===== src/logic/mpu_defines.svh =====
`ifndef MPU_DEFINES_SVH
`define MPU_DEFINES_SVH

//======================================================================
// Message format
//======================================================================
`define MSG_WIDTH         64
`define MSG_TAG_LSB       46    // Tag in bits 63..46
`define MSG_INDEX_LSB     36    // Cache index in bits 45..36
`define MSG_WHICH_BIT     35    // Vertex select within the pair
`define NEWVAL_WIDTH      31

// Vertex record fields
`define VPROP_WIDTH       32
`define EDGE_DEG_WIDTH    30

//======================================================================
// Cache and memory
//======================================================================
`define CACHE_DEPTH       1024
`define TAG_WIDTH         18
`define INDEX_WIDTH       10
`define DATA_WIDTH        256   // One memory beat, one vertex pair
`define LINE_WIDTH        288

`define ADDR_WIDTH        33
`define PE_NUM_WIDTH      4
`define ADDR_TAG_WIDTH    13    // Low tag bits used in the address
`define ADDR_OFFSET_WIDTH 5     // 32-byte pair alignment

`define VERTEX_ID_WIDTH   33

`endif


===== src/logic/mpuPkg.sv =====
`default_nettype none

`include "mpu_defines.svh"

package mpuPkg;

    // Decoded message, offset bits 34..31 dropped
    typedef struct packed {
        logic [`TAG_WIDTH-1:0]    tag;
        logic [`INDEX_WIDTH-1:0]  index;
        logic                     which;
        logic [`NEWVAL_WIDTH-1:0] newVal;
    } msgFieldsT;

    // One vertex as stored in memory, properties byte-reversed
    typedef struct packed {
        logic [`VPROP_WIDTH-1:0]    tempProp;
        logic [`VPROP_WIDTH-1:0]    prop;
        logic [`VPROP_WIDTH-1:0]    unused;
        logic [`EDGE_DEG_WIDTH-1:0] edgeDeg;
        logic                       spare;
        logic                       active;
    } vertexRecT;

    typedef union packed {
        logic [`DATA_WIDTH-1:0] raw;    // As a memory beat
        vertexRecT [1:0]        vtx;    // Vertex 0 in the low half
    } vertexPairU;

    typedef struct packed {
        logic                                            valid;
        logic [`LINE_WIDTH-`DATA_WIDTH-`TAG_WIDTH-2:0]   pad;
        logic [`TAG_WIDTH-1:0]                           tag;
        vertexPairU                                      data;
    } cacheLineT;

    // Execute to result writer
    typedef struct packed {
        msgFieldsT               msg;
        vertexPairU              base;      // Line before the update
        logic                    hit;
        logic [`VPROP_WIDTH-1:0] result;
        logic                    update;
        logic                    send;
    } updateJobT;

    typedef struct packed {
        logic [`TAG_WIDTH-1:0]                                    tag;
        logic [`INDEX_WIDTH-1:0]                                  index;
        logic                                                     which;
        logic [`VERTEX_ID_WIDTH-`TAG_WIDTH-`INDEX_WIDTH-2:0]      offset;
    } vertexIdT;

    // Memory keeps property bytes in the opposite order
    function automatic logic [`VPROP_WIDTH-1:0] byteSwap(input logic [`VPROP_WIDTH-1:0] value);
        byteSwap = {value[7:0], value[15:8], value[23:16], value[31:24]};
    endfunction

endpackage

`default_nettype wire


===== src/logic/mpuTop.sv =====
`timescale 1ns/1ns
`default_nettype none

`include "mpu_defines.svh"

module mpuTop
    import mpuPkg::*;
#(
    parameter logic [`PE_NUM_WIDTH-1:0] peNum = '0
) (
    input  wire                     clk,
    input  wire                     reset,
    input  wire [`MSG_WIDTH-1:0]    MsgData,
    input  wire                     MsgEmpty,
    input  wire cacheLineT          CacheReadData,
    input  wire [`DATA_WIDTH-1:0]   ReadData,
    input  wire                     ReadReady,
    input  wire                     AvFull,
    output logic                    MsgRead,
    output logic [`INDEX_WIDTH-1:0] CacheAddr,
    output logic                    CacheWriteEn,
    output cacheLineT               CacheWriteData,
    output logic                    StartRead,
    output logic [`ADDR_WIDTH-1:0]  ReadAddress,
    output logic                    AvWrite,
    output vertexIdT                AvData
);

    msgFieldsT msgFields;
    logic      msgValid;
    logic      busy;        // Execute holds off the next pop
    updateJobT job;
    logic      jobValid;
    logic      done;

    msgDecode decodeInst (
        .clk       (clk),
        .reset     (reset),
        .MsgData   (MsgData),
        .MsgEmpty  (MsgEmpty),
        .busy      (busy),
        .MsgRead   (MsgRead),
        .msgFields (msgFields),
        .msgValid  (msgValid)
    );

    vertexExecute #(
        .peNum (peNum)
    ) executeInst (
        .clk           (clk),
        .reset         (reset),
        .msgFields     (msgFields),
        .msgValid      (msgValid),
        .CacheReadData (CacheReadData),
        .ReadData      (ReadData),
        .ReadReady     (ReadReady),
        .done          (done),
        .CacheAddr     (CacheAddr),
        .StartRead     (StartRead),
        .ReadAddress   (ReadAddress),
        .busy          (busy),
        .job           (job),
        .jobValid      (jobValid)
    );

    resultWriter writerInst (
        .clk            (clk),
        .reset          (reset),
        .job            (job),
        .jobValid       (jobValid),
        .AvFull         (AvFull),
        .CacheWriteEn   (CacheWriteEn),
        .CacheWriteData (CacheWriteData),
        .AvWrite        (AvWrite),
        .AvData         (AvData),
        .done           (done)
    );

endmodule

`default_nettype wire


===== src/logic/msgDecode.sv =====
`timescale 1ns/1ns
`default_nettype none

`include "mpu_defines.svh"

module msgDecode
    import mpuPkg::*;
(
    input  wire                  clk,
    input  wire                  reset,
    input  wire [`MSG_WIDTH-1:0] MsgData,
    input  wire                  MsgEmpty,
    input  wire                  busy,
    output logic                 MsgRead,
    output msgFieldsT            msgFields,
    output logic                 msgValid
);

    typedef enum logic [1:0] {
        POP_IDLE,
        POP_READ,       // Read strobe to the FIFO
        POP_CAPTURE,    // FIFO word valid
        POP_VALID       // Fields handed to execute
    } popStateT;

    popStateT popState;

    //==================================================================
    // Pop state machine
    //==================================================================
    always_ff @(posedge clk) begin
        if (reset) begin
            popState <= POP_IDLE;
        end else begin
            case (popState)
                POP_IDLE: begin
                    if (!MsgEmpty && !busy) begin
                        popState <= POP_READ;
                    end
                end
                POP_READ:    popState <= POP_CAPTURE;
                POP_CAPTURE: popState <= POP_VALID;
                default:     popState <= POP_IDLE;   // Busy is set by now
            endcase
        end
    end

    assign MsgRead  = (popState == POP_READ);
    assign msgValid = (popState == POP_VALID);

    // Split the returned word
    always_ff @(posedge clk) begin
        if (popState == POP_CAPTURE) begin
            msgFields.tag    <= MsgData[`MSG_TAG_LSB +: `TAG_WIDTH];
            msgFields.index  <= MsgData[`MSG_INDEX_LSB +: `INDEX_WIDTH];
            msgFields.which  <= MsgData[`MSG_WHICH_BIT];
            msgFields.newVal <= MsgData[`NEWVAL_WIDTH-1:0];
        end
    end

endmodule

`default_nettype wire


===== src/logic/resultWriter.sv =====
`timescale 1ns/1ns
`default_nettype none

module resultWriter
    import mpuPkg::*;
(
    input  wire            clk,
    input  wire            reset,
    input  wire updateJobT job,
    input  wire            jobValid,
    input  wire            AvFull,
    output logic           CacheWriteEn,
    output cacheLineT      CacheWriteData,
    output logic           AvWrite,
    output vertexIdT       AvData,
    output logic           done
);

    logic       pending;     // Job accepted, write or push not yet issued
    logic       needWrite;
    logic       canIssue;
    vertexRecT  oldRec;
    vertexRecT  newRec;
    vertexPairU newData;

    //==================================================================
    // Issue control
    //==================================================================
    assign needWrite = !job.hit || job.update;    // Miss installs the fetched line
    assign canIssue  = pending && !AvFull;

    assign CacheWriteEn = canIssue && needWrite;
    assign AvWrite      = canIssue && job.send;   // Send implies a write
    assign done         = pending && (!needWrite || !AvFull);

    always_ff @(posedge clk) begin
        if (reset) begin
            pending <= 1'b0;
        end else if (jobValid) begin
            pending <= 1'b1;
        end else if (done) begin
            pending <= 1'b0;
        end
    end

    //==================================================================
    // Line build
    //==================================================================
    always_comb begin
        oldRec          = job.base.vtx[job.msg.which];
        newRec          = oldRec;
        newRec.tempProp = byteSwap(job.result);
        newRec.prop     = byteSwap(job.result);
        newRec.active   = oldRec.active | job.send;
        newData         = job.base;
        if (job.update) begin
            newData.vtx[job.msg.which] = newRec;    // Other vertex untouched
        end
    end

    always_comb begin
        CacheWriteData.valid = 1'b1;
        CacheWriteData.pad   = '0;
        CacheWriteData.tag   = job.msg.tag;
        CacheWriteData.data  = newData;
    end

    // Active vertex id is the message address
    always_comb begin
        AvData.tag    = job.msg.tag;
        AvData.index  = job.msg.index;
        AvData.which  = job.msg.which;
        AvData.offset = '0;
    end

endmodule

`default_nettype wire


===== src/logic/vertexExecute.sv =====
`timescale 1ns/1ns
`default_nettype none

`include "mpu_defines.svh"

module vertexExecute
    import mpuPkg::*;
#(
    parameter logic [`PE_NUM_WIDTH-1:0] peNum = '0
) (
    input  wire                     clk,
    input  wire                     reset,
    input  wire msgFieldsT          msgFields,
    input  wire                     msgValid,
    input  wire cacheLineT          CacheReadData,
    input  wire [`DATA_WIDTH-1:0]   ReadData,
    input  wire                     ReadReady,
    input  wire                     done,
    output logic [`INDEX_WIDTH-1:0] CacheAddr,
    output logic                    StartRead,
    output logic [`ADDR_WIDTH-1:0]  ReadAddress,
    output logic                    busy,
    output updateJobT               job,
    output logic                    jobValid
);

    typedef enum logic [2:0] {
        EX_IDLE,
        EX_CACHE_WAIT,
        EX_HIT_TEST,
        EX_FETCH,
        EX_REDUCE
    } exStateT;

    exStateT                 exState;
    logic                    lineHit;
    vertexRecT               selRec;
    logic [`VPROP_WIDTH-1:0] tempProp;
    logic [`VPROP_WIDTH-1:0] prop;
    logic [`VPROP_WIDTH-1:0] newValExt;
    logic                    doUpdate;
    logic                    doSend;

    assign lineHit = CacheReadData.valid && (CacheReadData.tag == job.msg.tag);

    //==================================================================
    // Minimum reduction (BFS / SSSP)
    //==================================================================
    assign selRec    = job.base.vtx[job.msg.which];
    assign tempProp  = byteSwap(selRec.tempProp);
    assign prop      = byteSwap(selRec.prop);
    assign newValExt = {{(`VPROP_WIDTH-`NEWVAL_WIDTH){1'b0}}, job.msg.newVal};
    assign doUpdate  = newValExt < tempProp;
    assign doSend    = doUpdate && !selRec.active && (selRec.edgeDeg != '0);

    //==================================================================
    // Lookup state machine
    //==================================================================
    always_ff @(posedge clk) begin
        if (reset) begin
            exState <= EX_IDLE;
        end else begin
            case (exState)
                EX_IDLE: begin
                    if (msgValid) begin
                        exState <= EX_CACHE_WAIT;
                    end
                end
                EX_CACHE_WAIT: exState <= EX_HIT_TEST;    // Read data next cycle
                EX_HIT_TEST:   exState <= lineHit ? EX_REDUCE : EX_FETCH;
                EX_FETCH: begin
                    if (ReadReady) begin
                        exState <= EX_REDUCE;
                    end
                end
                default:       exState <= EX_IDLE;
            endcase
        end
    end

    always_ff @(posedge clk) begin
        if (reset) begin
            busy      <= 1'b0;
            StartRead <= 1'b0;
            jobValid  <= 1'b0;
        end else begin
            StartRead <= (exState == EX_HIT_TEST) && !lineHit;
            jobValid  <= (exState == EX_REDUCE);
            if (msgValid) begin
                busy <= 1'b1;
            end else if (done) begin
                busy <= 1'b0;
            end
        end
    end

    // Job payload, held until the next message
    always_ff @(posedge clk) begin
        if (msgValid && exState == EX_IDLE) begin
            job.msg   <= msgFields;
            CacheAddr <= msgFields.index;
        end
        if (exState == EX_HIT_TEST) begin
            job.hit     <= lineHit;
            job.base    <= CacheReadData.data;    // Replaced on a miss
            ReadAddress <= {1'b0, peNum, job.msg.tag[`ADDR_TAG_WIDTH-1:0], job.msg.index,
                            {`ADDR_OFFSET_WIDTH{1'b0}}};
        end
        if (exState == EX_FETCH && ReadReady) begin
            job.base.raw <= ReadData;
        end
        if (exState == EX_REDUCE) begin
            job.update <= doUpdate;
            job.result <= doUpdate ? newValExt : prop;
            job.send   <= doSend;
        end
    end

endmodule

`default_nettype wire


===== config.mk =====
export PLATFORM = sky130hd
export DESIGN_NAME = mpuTop
export DESIGN_NICKNAME = d
export VERILOG_FILES = /design/src/logic/mpuPkg.sv /design/src/logic/mpuTop.sv /design/src/logic/msgDecode.sv /design/src/logic/resultWriter.sv /design/src/logic/vertexExecute.sv
export VERILOG_INCLUDE_DIRS = /design/src /design/src/logic
export SDC_FILE = /design/constraint.sdc
export NUM_CORES = 1
export LEC_CHECK = 0
export CAP_MARGIN = 20
export CORE_AREA = 3 3 384 386
export CTS_BUF_LIST = sky130_fd_sc_hd__clkbuf_8 sky130_fd_sc_hd__clkbuf_16
export DETAILED_ROUTE_END_ITERATION = 10
export DIE_AREA = 0 0 387 389
export DONT_BUFFER_PORTS = 1
export SLEW_MARGIN = 20
export SYNTH_ARGS = -nofsm -noshare
export SYNTH_HDL_FRONTEND = slang
export SYNTH_SLANG_ARGS = --single-unit

===== constraint.sdc =====
create_clock -name clk -period 27.9 [get_ports clk]
set_input_delay 8.37 -clock clk [delete_from_list [all_inputs] [get_ports clk]]
set_output_delay 8.37 -clock clk [all_outputs]
set_load 0.01 [all_outputs]

Word-level counts from Yosys, hierarchy flattened. Cells that the tools add are included.

Register bits: 443. Output and inout port bits: 368. Logic and storage cells: 82. Input port bits: 613.

Eq/ne operators: 11. Mux-type cells: 18. Bitwise gates (word level): 1. Order comparisons: 3. Reduce and logical (&&, ||, !) cells: 28.

Operators with widths (count): $mux 256 (2); $mux 128 (3); $mux 257 (1); $bwmux 256 (1); $demux 128 s1 (1); $lt 31x32->1 (1); $mux 31 (1); $reduce_bool 30->1 (1); $eq 18x18->1 (1); $logic_and 1x1->1 (12); $pmux 3 s4 (1); $mux 3 (3); $logic_not 1->1 (7); $eq 3x2->1 const B (2); $pmux 2 s3 (1); $reduce_bool 2->1 (3); $eq 2x2->1 const B (2); $ne 2x1->1 const B (2); $eq 3x1->1 const B (1); $eq 3x3->1 const B (1); $logic_not 3->1 (1); $mux 1 (3); $eq 2x1->1 const B (1); $logic_not 2->1 (1); 7 further kinds (8).

Longest topological paths before layout. Gate-level depths: netlist of the first run.

Depth in word-level cells: 7. Gate-level depth with buffers: 13. Mapped depth without buffers: 8.

By module. Synthesis of the first run repeated with hierarchy kept, for this count alone.

Cell total of the unflattened synthesis: 1594. Area total of the unflattened synthesis: 20513.4 um^2.

Modules (own cells, without submodules): vertexExecute (instances 1, sequential area each 11350.9 um^2, cells each 972, area each 16179.3 um^2); resultWriter (instances 1, sequential area each 20.0 um^2, cells each 547, area each 2388.5 um^2); msgDecode (instances 1, sequential area each 1841.8 um^2, cells each 75, area each 1945.6 um^2).

Worst setup path after synthesis of the first run. Ideal clock, no wire load.

Path kind: input port to flip-flop. Start point: input port ReadReady. End point: register, netlist name executeInst.job[100]. Cell stages on the path: 2. Required time: 26.941 ns. Arrival time: 20.765 ns. Library setup time: 0.959 ns. Buffers on the path: 0. Slack: 6.177 ns. Path through: nand2_1 a21oi_1.

Longest elaborated chain between the ends: 2.

RTL lines: start, declared (RTL line mpuTop.sv:17) `input wire ReadReady,`; $logic_and 1x1->1 (RTL line vertexExecute.sv:109) `if (exState == EX_FETCH && ReadReady) begin`; $reduce_bool 2->1 (no source line).

No other way between the ends. A chain may end at the register's enable or synchronous reset.

Final worst setup path of the first run.
Start point: input port AvFull. End point: output port CacheWriteEn.

Longest elaborated chain between the ends: 3.

RTL lines: start, declared (RTL line mpuTop.sv:18) `input wire AvFull,`; $logic_not 1->1 (RTL line resultWriter.sv:30) `assign canIssue = pending && !AvFull;`; $logic_and 1x1->1 (RTL line resultWriter.sv:30); $logic_and 1x1->1 (RTL line resultWriter.sv:32) `assign CacheWriteEn = canIssue && needWrite;`; end, declared (RTL line mpuTop.sv:21) `output logic CacheWriteEn,`.

No other way between the ends.

==> results_dict.tcl, run 1 <==
set metrics [dict create \
    cts.sinks 443 \
    clk_latency_ns 0.65 \
    p_seq_frac 0.485 \
    drv_cap 0 \
    hpwlAfterDp_um 91000 \
    cp-start-kind "input port" \
    syn_area_per_cell_um2 13.0 \
    grt_pass1_wl_um 135000 \
    synthCells 1593 \
    die_x_um 387 \
    cp.arrival_ns 8.71 \
    synth_common_cells "edfxtp_1, nand2_1, a22o_1" \
    peakVddDrop_v 0.0000464 \
    synthArstFlopShare 0 \
    cp_cell_sequence "and3b_1" \
    tightest_slew_ns 1.03 \
    vias_per_cell 3.83 \
    p_leak_nw 8.18 \
    p_per_area_nw_per_um2 79.8 \
    yosysMostFrequentCell "edfxtp_1" \
    nNetsFinal 2044 \
    cp_max_fo 4 \
    antenna_found_initial 96 \
    rsz0062_at_grt "false" \
    max-slew-margin-rel 0.306 \
    cts_setup_buffers 0 \
    cts_tree "done" \
    p_int_w 0.00134 \
    sw_frac_of_total 0.292 \
    place.gp.congestion 0.905 \
    power_frac_comb 0.144 \
    htreeDepth 2 \
    final_antenna_net_count 0 \
    synthFlopType "edfxtp_1" \
    cpPeakStageDelay_ns 0.33 \
    post-route-util 0.165 \
    clockRootBuffer "clkbuf_16" \
    cts_buffers 53 \
    status "complete, no violations" \
    drive_gt1_frac 0.127 \
    pwr-share-clk 0.371 \
    ys_ff_latch 443 \
    gr-total-overflow 0 \
    cp.required_ns 19.53 \
    dr.first_iter.drc_count 1035 \
    routed_wl_um 109000 \
    worstSetupPathType "input port to primary output" \
    netSwitchingPower_w 0.000553 \
    synth_largest_area_cell "edfxtp_1" \
    synth_top_cell_area_share 0.632 \
    clkTransAtPathRegs_ns 0.06 \
    io_pins 981 \
    start_util 0.143 \
    synth_area_leaders "edfxtp_1, a22o_1, nand2_1, clkbuf_1, buf_4" \
    hold_viol_final 0 \
    hold_buffers 0 \
    die_h_um 389 \
    final_max_slew_viol_count 0 \
    core_um2 144000 \
    grt_max_degree 95 \
    first_pass_iters 7 \
    setup_viol 0 \
    cts_resized 0 \
    fin_crit_sh 0.612 \
    fin_tns_setup_ns 0 \
    yosysSeqAreaShare 0.640 \
    syn2layout_area_growth_pct 14.9 \
    die_area_um2 151000 \
    end_kind "primary output" \
    max_freq_ghz 0.0585 \
    crit_buf_inv 0 \
    grt_pass1_vias 12600 \
    synth_edf_count 434 \
    synth_warnings 0 \
    drcViolationCount 0 \
    grt_util_all_layers 0.137 \
    cts_max_path_buffers 3 \
    fin_crit_ns 17.08 \
    yosysUniqueCellTypes 47 \
    cp_top_family "simple AND/OR/NAND/NOR gates" \
    vias 12900 \
    hold_path_class "flop to flop" \
    finClkSkew_ns 0.0425 \
    io_buffers 0 \
    rows 139 \
    wl_per_cell_um 32.4 \
    slowest_stage "and3b_1" \
    synth_area_um2 20600 \
]
-- cell usage in the layout, fill, tap and decap left out, drive strengths merged, types with 3 or more instances in the layout --
| master | n |
|---|---|
| edfxtp | 434 |
| nand2 | 331 |
| a22o | 256 |
| mux2 | 64 |
| clkbuf | 54 |
| ha | 35 |
| mux2i | 34 |
| diode | 29 |
| conb | 28 |
| buf | 23 |
| clkinv | 20 |
| nor2 | 16 |
| nor4 | 16 |
| inv | 16 |
| xnor2 | 15 |
| a21oi | 15 |
| nand4 | 12 |
| dfxtp | 9 |
| o21ai | 5 |
| bufinv | 5 |
| clkinvlp | 4 |
| nand2b | 4 |
| nand3 | 3 |
| a21o | 3 |
| xor2 | 3 |
| nor3 | 3 |
| nor4b | 3 |
-- power groups by stage --
| stage | sequential [W] | clock [W] | combinational (W) |
|---|---|---|---|
| 2_1_floorplan | 0.000924 | 0 | 0.000226 |
| 6_report | 0.000919 | 0.000702 | 0.000273 |
| 3_3_place_gp | 0.000932 | 0 | 0.000268 |
| 3_5_place_dp | 0.000933 | 0 | 0.000273 |
| 4_1_cts | 0.000920 | 0.000725 | 0.000274 |
| 5_1_grt | 0.000927 | 0.000748 | 0.000296 |
-- worst paths after layout --
kind	start	end	slack (ns)	cells past startpoint
setup reg to reg	executeInst.job[322]	executeInst.job[3]	22.12	11
setup / recovery	AvFull	CacheWriteEn	10.82	1
hold reg to reg	decodeInst.msgFields[20]	executeInst.job[311]	0.41	0
hold / removal	decodeInst.msgFields[20]	executeInst.job[311]	0.41	0
-- final cells by class --
| class | instances | area, um^2 |
|---|---|---|
| Clock buffer | 54 | 1350 |
| Clock inverter | 41 | 380 |
| Inverter | 4 | 15.0 |
| Timing Repair Buffer | 23 | 193 |
| Multi-Input combinational cell | 871 | 6110 |
| Sequential cell | 443 | 13200 |
| Tap cell | 1903 | 2380 |
| Fill cell | 15700 | 120000 |
| Antenna cell | 29 | 72.6 |
-- metal layers --
metal,part of all wire,vias up,track usage
li1,-,5383,-
met2,0.46,851,0.224
met1,0.38,6365,0.155
met5,0.0023,-,0
met3,0.12,265,0.0681
met4,0.039,38,0.0499
-- through the flow --
step	power, W	hold slack, ns	instance area (um^2)	cells	setup slack [ns]
finish	0.00189	0.407	23700	3368	10.82
global route	0.00197	0.418	23700	3345	10.82
CTS	0.00192	0.413	23600	3338	10.82
detailed placement	0.00121	0.405	21900	3243	10.82
global placement	0.00120	0.400	21900	3243	10.82
floorplan	0.00115	0.400	20700	1619	6.18
-- sequential cells by signal, indices dropped and copies added, names as in the netlist --
register and cells:
decodeInst.msgFields 60, executeInst.ReadAddress 23, executeInst.job 341, executeInst.exState 3, decodeInst.popState 2, executeInst.jobValid 1, executeInst.CacheAddr 10, executeInst.busy 1
executeInst.StartRead 1, writerInst.pending 1
-- cells by family after synthesis --
kind of cell	after synthesis	synth area share
compound gates	294	0.121
xor+xnor	18	0.00764
fa+ha+maj	35	0.0212
buf+inv	305	0.0725
flops	443	0.640
mux	98	0.0567
other cells	2	0.000364
simple gates	398	0.0808
Power figures use the tool's default switching activity.
==> run 2: changes to the inputs <==
==> constraint.sdc (replaced) <==
create_clock -name clk -period 15.7 [get_ports clk]
set_input_delay 4.71 -clock clk [delete_from_list [all_inputs] [get_ports clk]]
set_output_delay 4.71 -clock clk [all_outputs]
set_load 0.01 [all_outputs]
==> run 2 against run 1 <==
- flip-flop and latch count unchanged
- via count increased by 1.2%
- critical endpoint is now AvWrite
- largest cell class unchanged
- routed wire length is 2.3% lower
- highest routed layer unchanged
==> results_dict.tcl, run 2 (same netlist as run 1, synthesis figures left out) <==
set metrics [dict create \
    final_common_cell "edfxtp_1" \
    vias_per_cell 3.88 \
    vias 13100 \
    cp.required_ns 10.99 \
    dpl.cell_count 3242 \
    first_pass_iters 5 \
    slowest_stage "and3b_1" \
    drv_cap 0 \
    fin_crit_ns 9.76 \
    htreeDepth 2 \
    drive_gt1_frac 0.130 \
    cp_cell_sequence "and3b_1" \
    antenna_found_initial 103 \
    die_area_um2 151000 \
    rows 139 \
    gr-total-overflow 0 \
    cts_setup_buffers 0 \
    io_pins 981 \
    final_cells 3370 \
    fin_crit_sh 0.621 \
    start_util 0.143 \
    top_regs "executeInst.job (341), decodeInst.msgFields (60), executeInst.ReadAddress (23)" \
    hold_viol_final 0 \
    setup_viol 0 \
    largest_reg_flops 341 \
    largest_register "executeInst.job" \
    status "complete, no violations" \
    max-slew-margin-rel 0.269 \
    final_area_um2 23800 \
    nNetsFinal 2042 \
    cp.arrival_ns 5.05 \
    final_antenna_net_count 0 \
    place_area_um2 21900 \
    wl_per_cell_um 31.6 \
    routed_wl_um 107000 \
    cp_top_family "simple AND/OR/NAND/NOR gates" \
    clockRootBuffer "clkbuf_16" \
    clkTransAtPathRegs_ns 0.06 \
    place.gp.congestion 0.923 \
    max_freq_ghz 0.102 \
    cts_tree "done" \
    drcViolationCount 0 \
    finClkSkew_ns 0.0415 \
    hpwlAfterDp_um 88300 \
    end_kind "primary output" \
    crit_buf_inv 0 \
    grt_max_degree 139 \
    final_max_slew_viol_count 0 \
    io_buffers 0 \
    cpPeakStageDelay_ns 0.33 \
    p_leak_nw 8.20 \
    cts_buffers 53 \
    cts_max_path_buffers 3 \
    fin_tns_setup_ns 0 \
    cts.sinks 443 \
    worstSetupPathType "input port to primary output" \
    grt_util_all_layers 0.134 \
    grt_pass1_wl_um 132000 \
    cp-start-kind "input port" \
    die_h_um 389 \
    p_per_area_nw_per_um2 143 \
    rsz0062_at_grt "false" \
    syn2layout_area_growth_pct 15.1 \
    tightest_slew_ns 1.10 \
    dr.first_iter.drc_count 1388 \
    core_um2 144000 \
    hold_path_class "flop to flop" \
    peakVddDrop_v 0.0000860 \
    die_x_um 387 \
    clk_latency_ns 0.65 \
    grt_pass1_vias 12300 \
    hold_buffers 0 \
    mostFrequentLayoutCells "edfxtp_1, nand2_1, a22o_1" \
    cp_max_fo 4 \
    cts_resized 0 \
]
==> run 2: changes by cell type in the layout (fill, tap and decap cells not counted), moves of 2 or more <==
cell,previous run,this run
buf_4,22,20
clkinv_2,8,12
clkinv_4,3,7
inv_1,10,7
inv_6,1,3
inv_8,5,1
nor4_1,13,15
nor4_2,2,0
==> run 2: worst paths after layout <==
kind | startpoint | endpoint | depth (start not counted) | slack, ns
max | AvFull | AvWrite | 1 | 5.94
min | decodeInst.msgFields[24] | executeInst.job[315] | 0 | 0.41
max reg2reg | executeInst.job[322] | executeInst.job[3] | 11 | 9.01
min reg2reg | decodeInst.msgFields[24] | executeInst.job[315] | 0 | 0.41
==> run 2: cell type report <==
| cell class | instances | area [um^2] |
|---|---|---|
| multi-input combinational | 871 | 6100 |
| tap | 1903 | 2380 |
| timing repair buffer | 21 | 170 |
| inverter | 4 | 15.0 |
| clock buffer | 55 | 1370 |
| fill | 15700 | 120000 |
| antenna | 29 | 72.6 |
| clock inverter | 44 | 435 |
| sequential | 443 | 13200 |
==> run 2: power breakdown <==
group | internal (W) | switching [W] | leakage [nW] | total [W]
logic | 0.000158 | 0.000322 | 3.23 | 0.000480
registers | 0.00151 | 0.000124 | 4.08 | 0.00163
clock network | 0.000737 | 0.000544 | 0.897 | 0.00128
==> run 2: metrics by stage <==
stage | total power, W | util | hold slack, ns | setup WS (ns)
final | 0.00340 | 0.165 | 0.409 | 5.94
after global routing | 0.00354 | 0.165 | 0.411 | 5.88
after CTS | 0.00344 | 0.165 | 0.412 | 5.92
after detailed placement | 0.00214 | 0.152 | 0.405 | 5.92
after global placement | 0.00213 | 0.152 | 0.400 | 5.92
after floorplan | 0.00201 | - | 0.400 | 3.43
==> run 2: metal layers <==
metal  share of wire  GRT usage
met2            0.47      0.217
met3            0.13     0.0730
met1            0.37      0.150
met5          0.0034          0
met4           0.032     0.0408
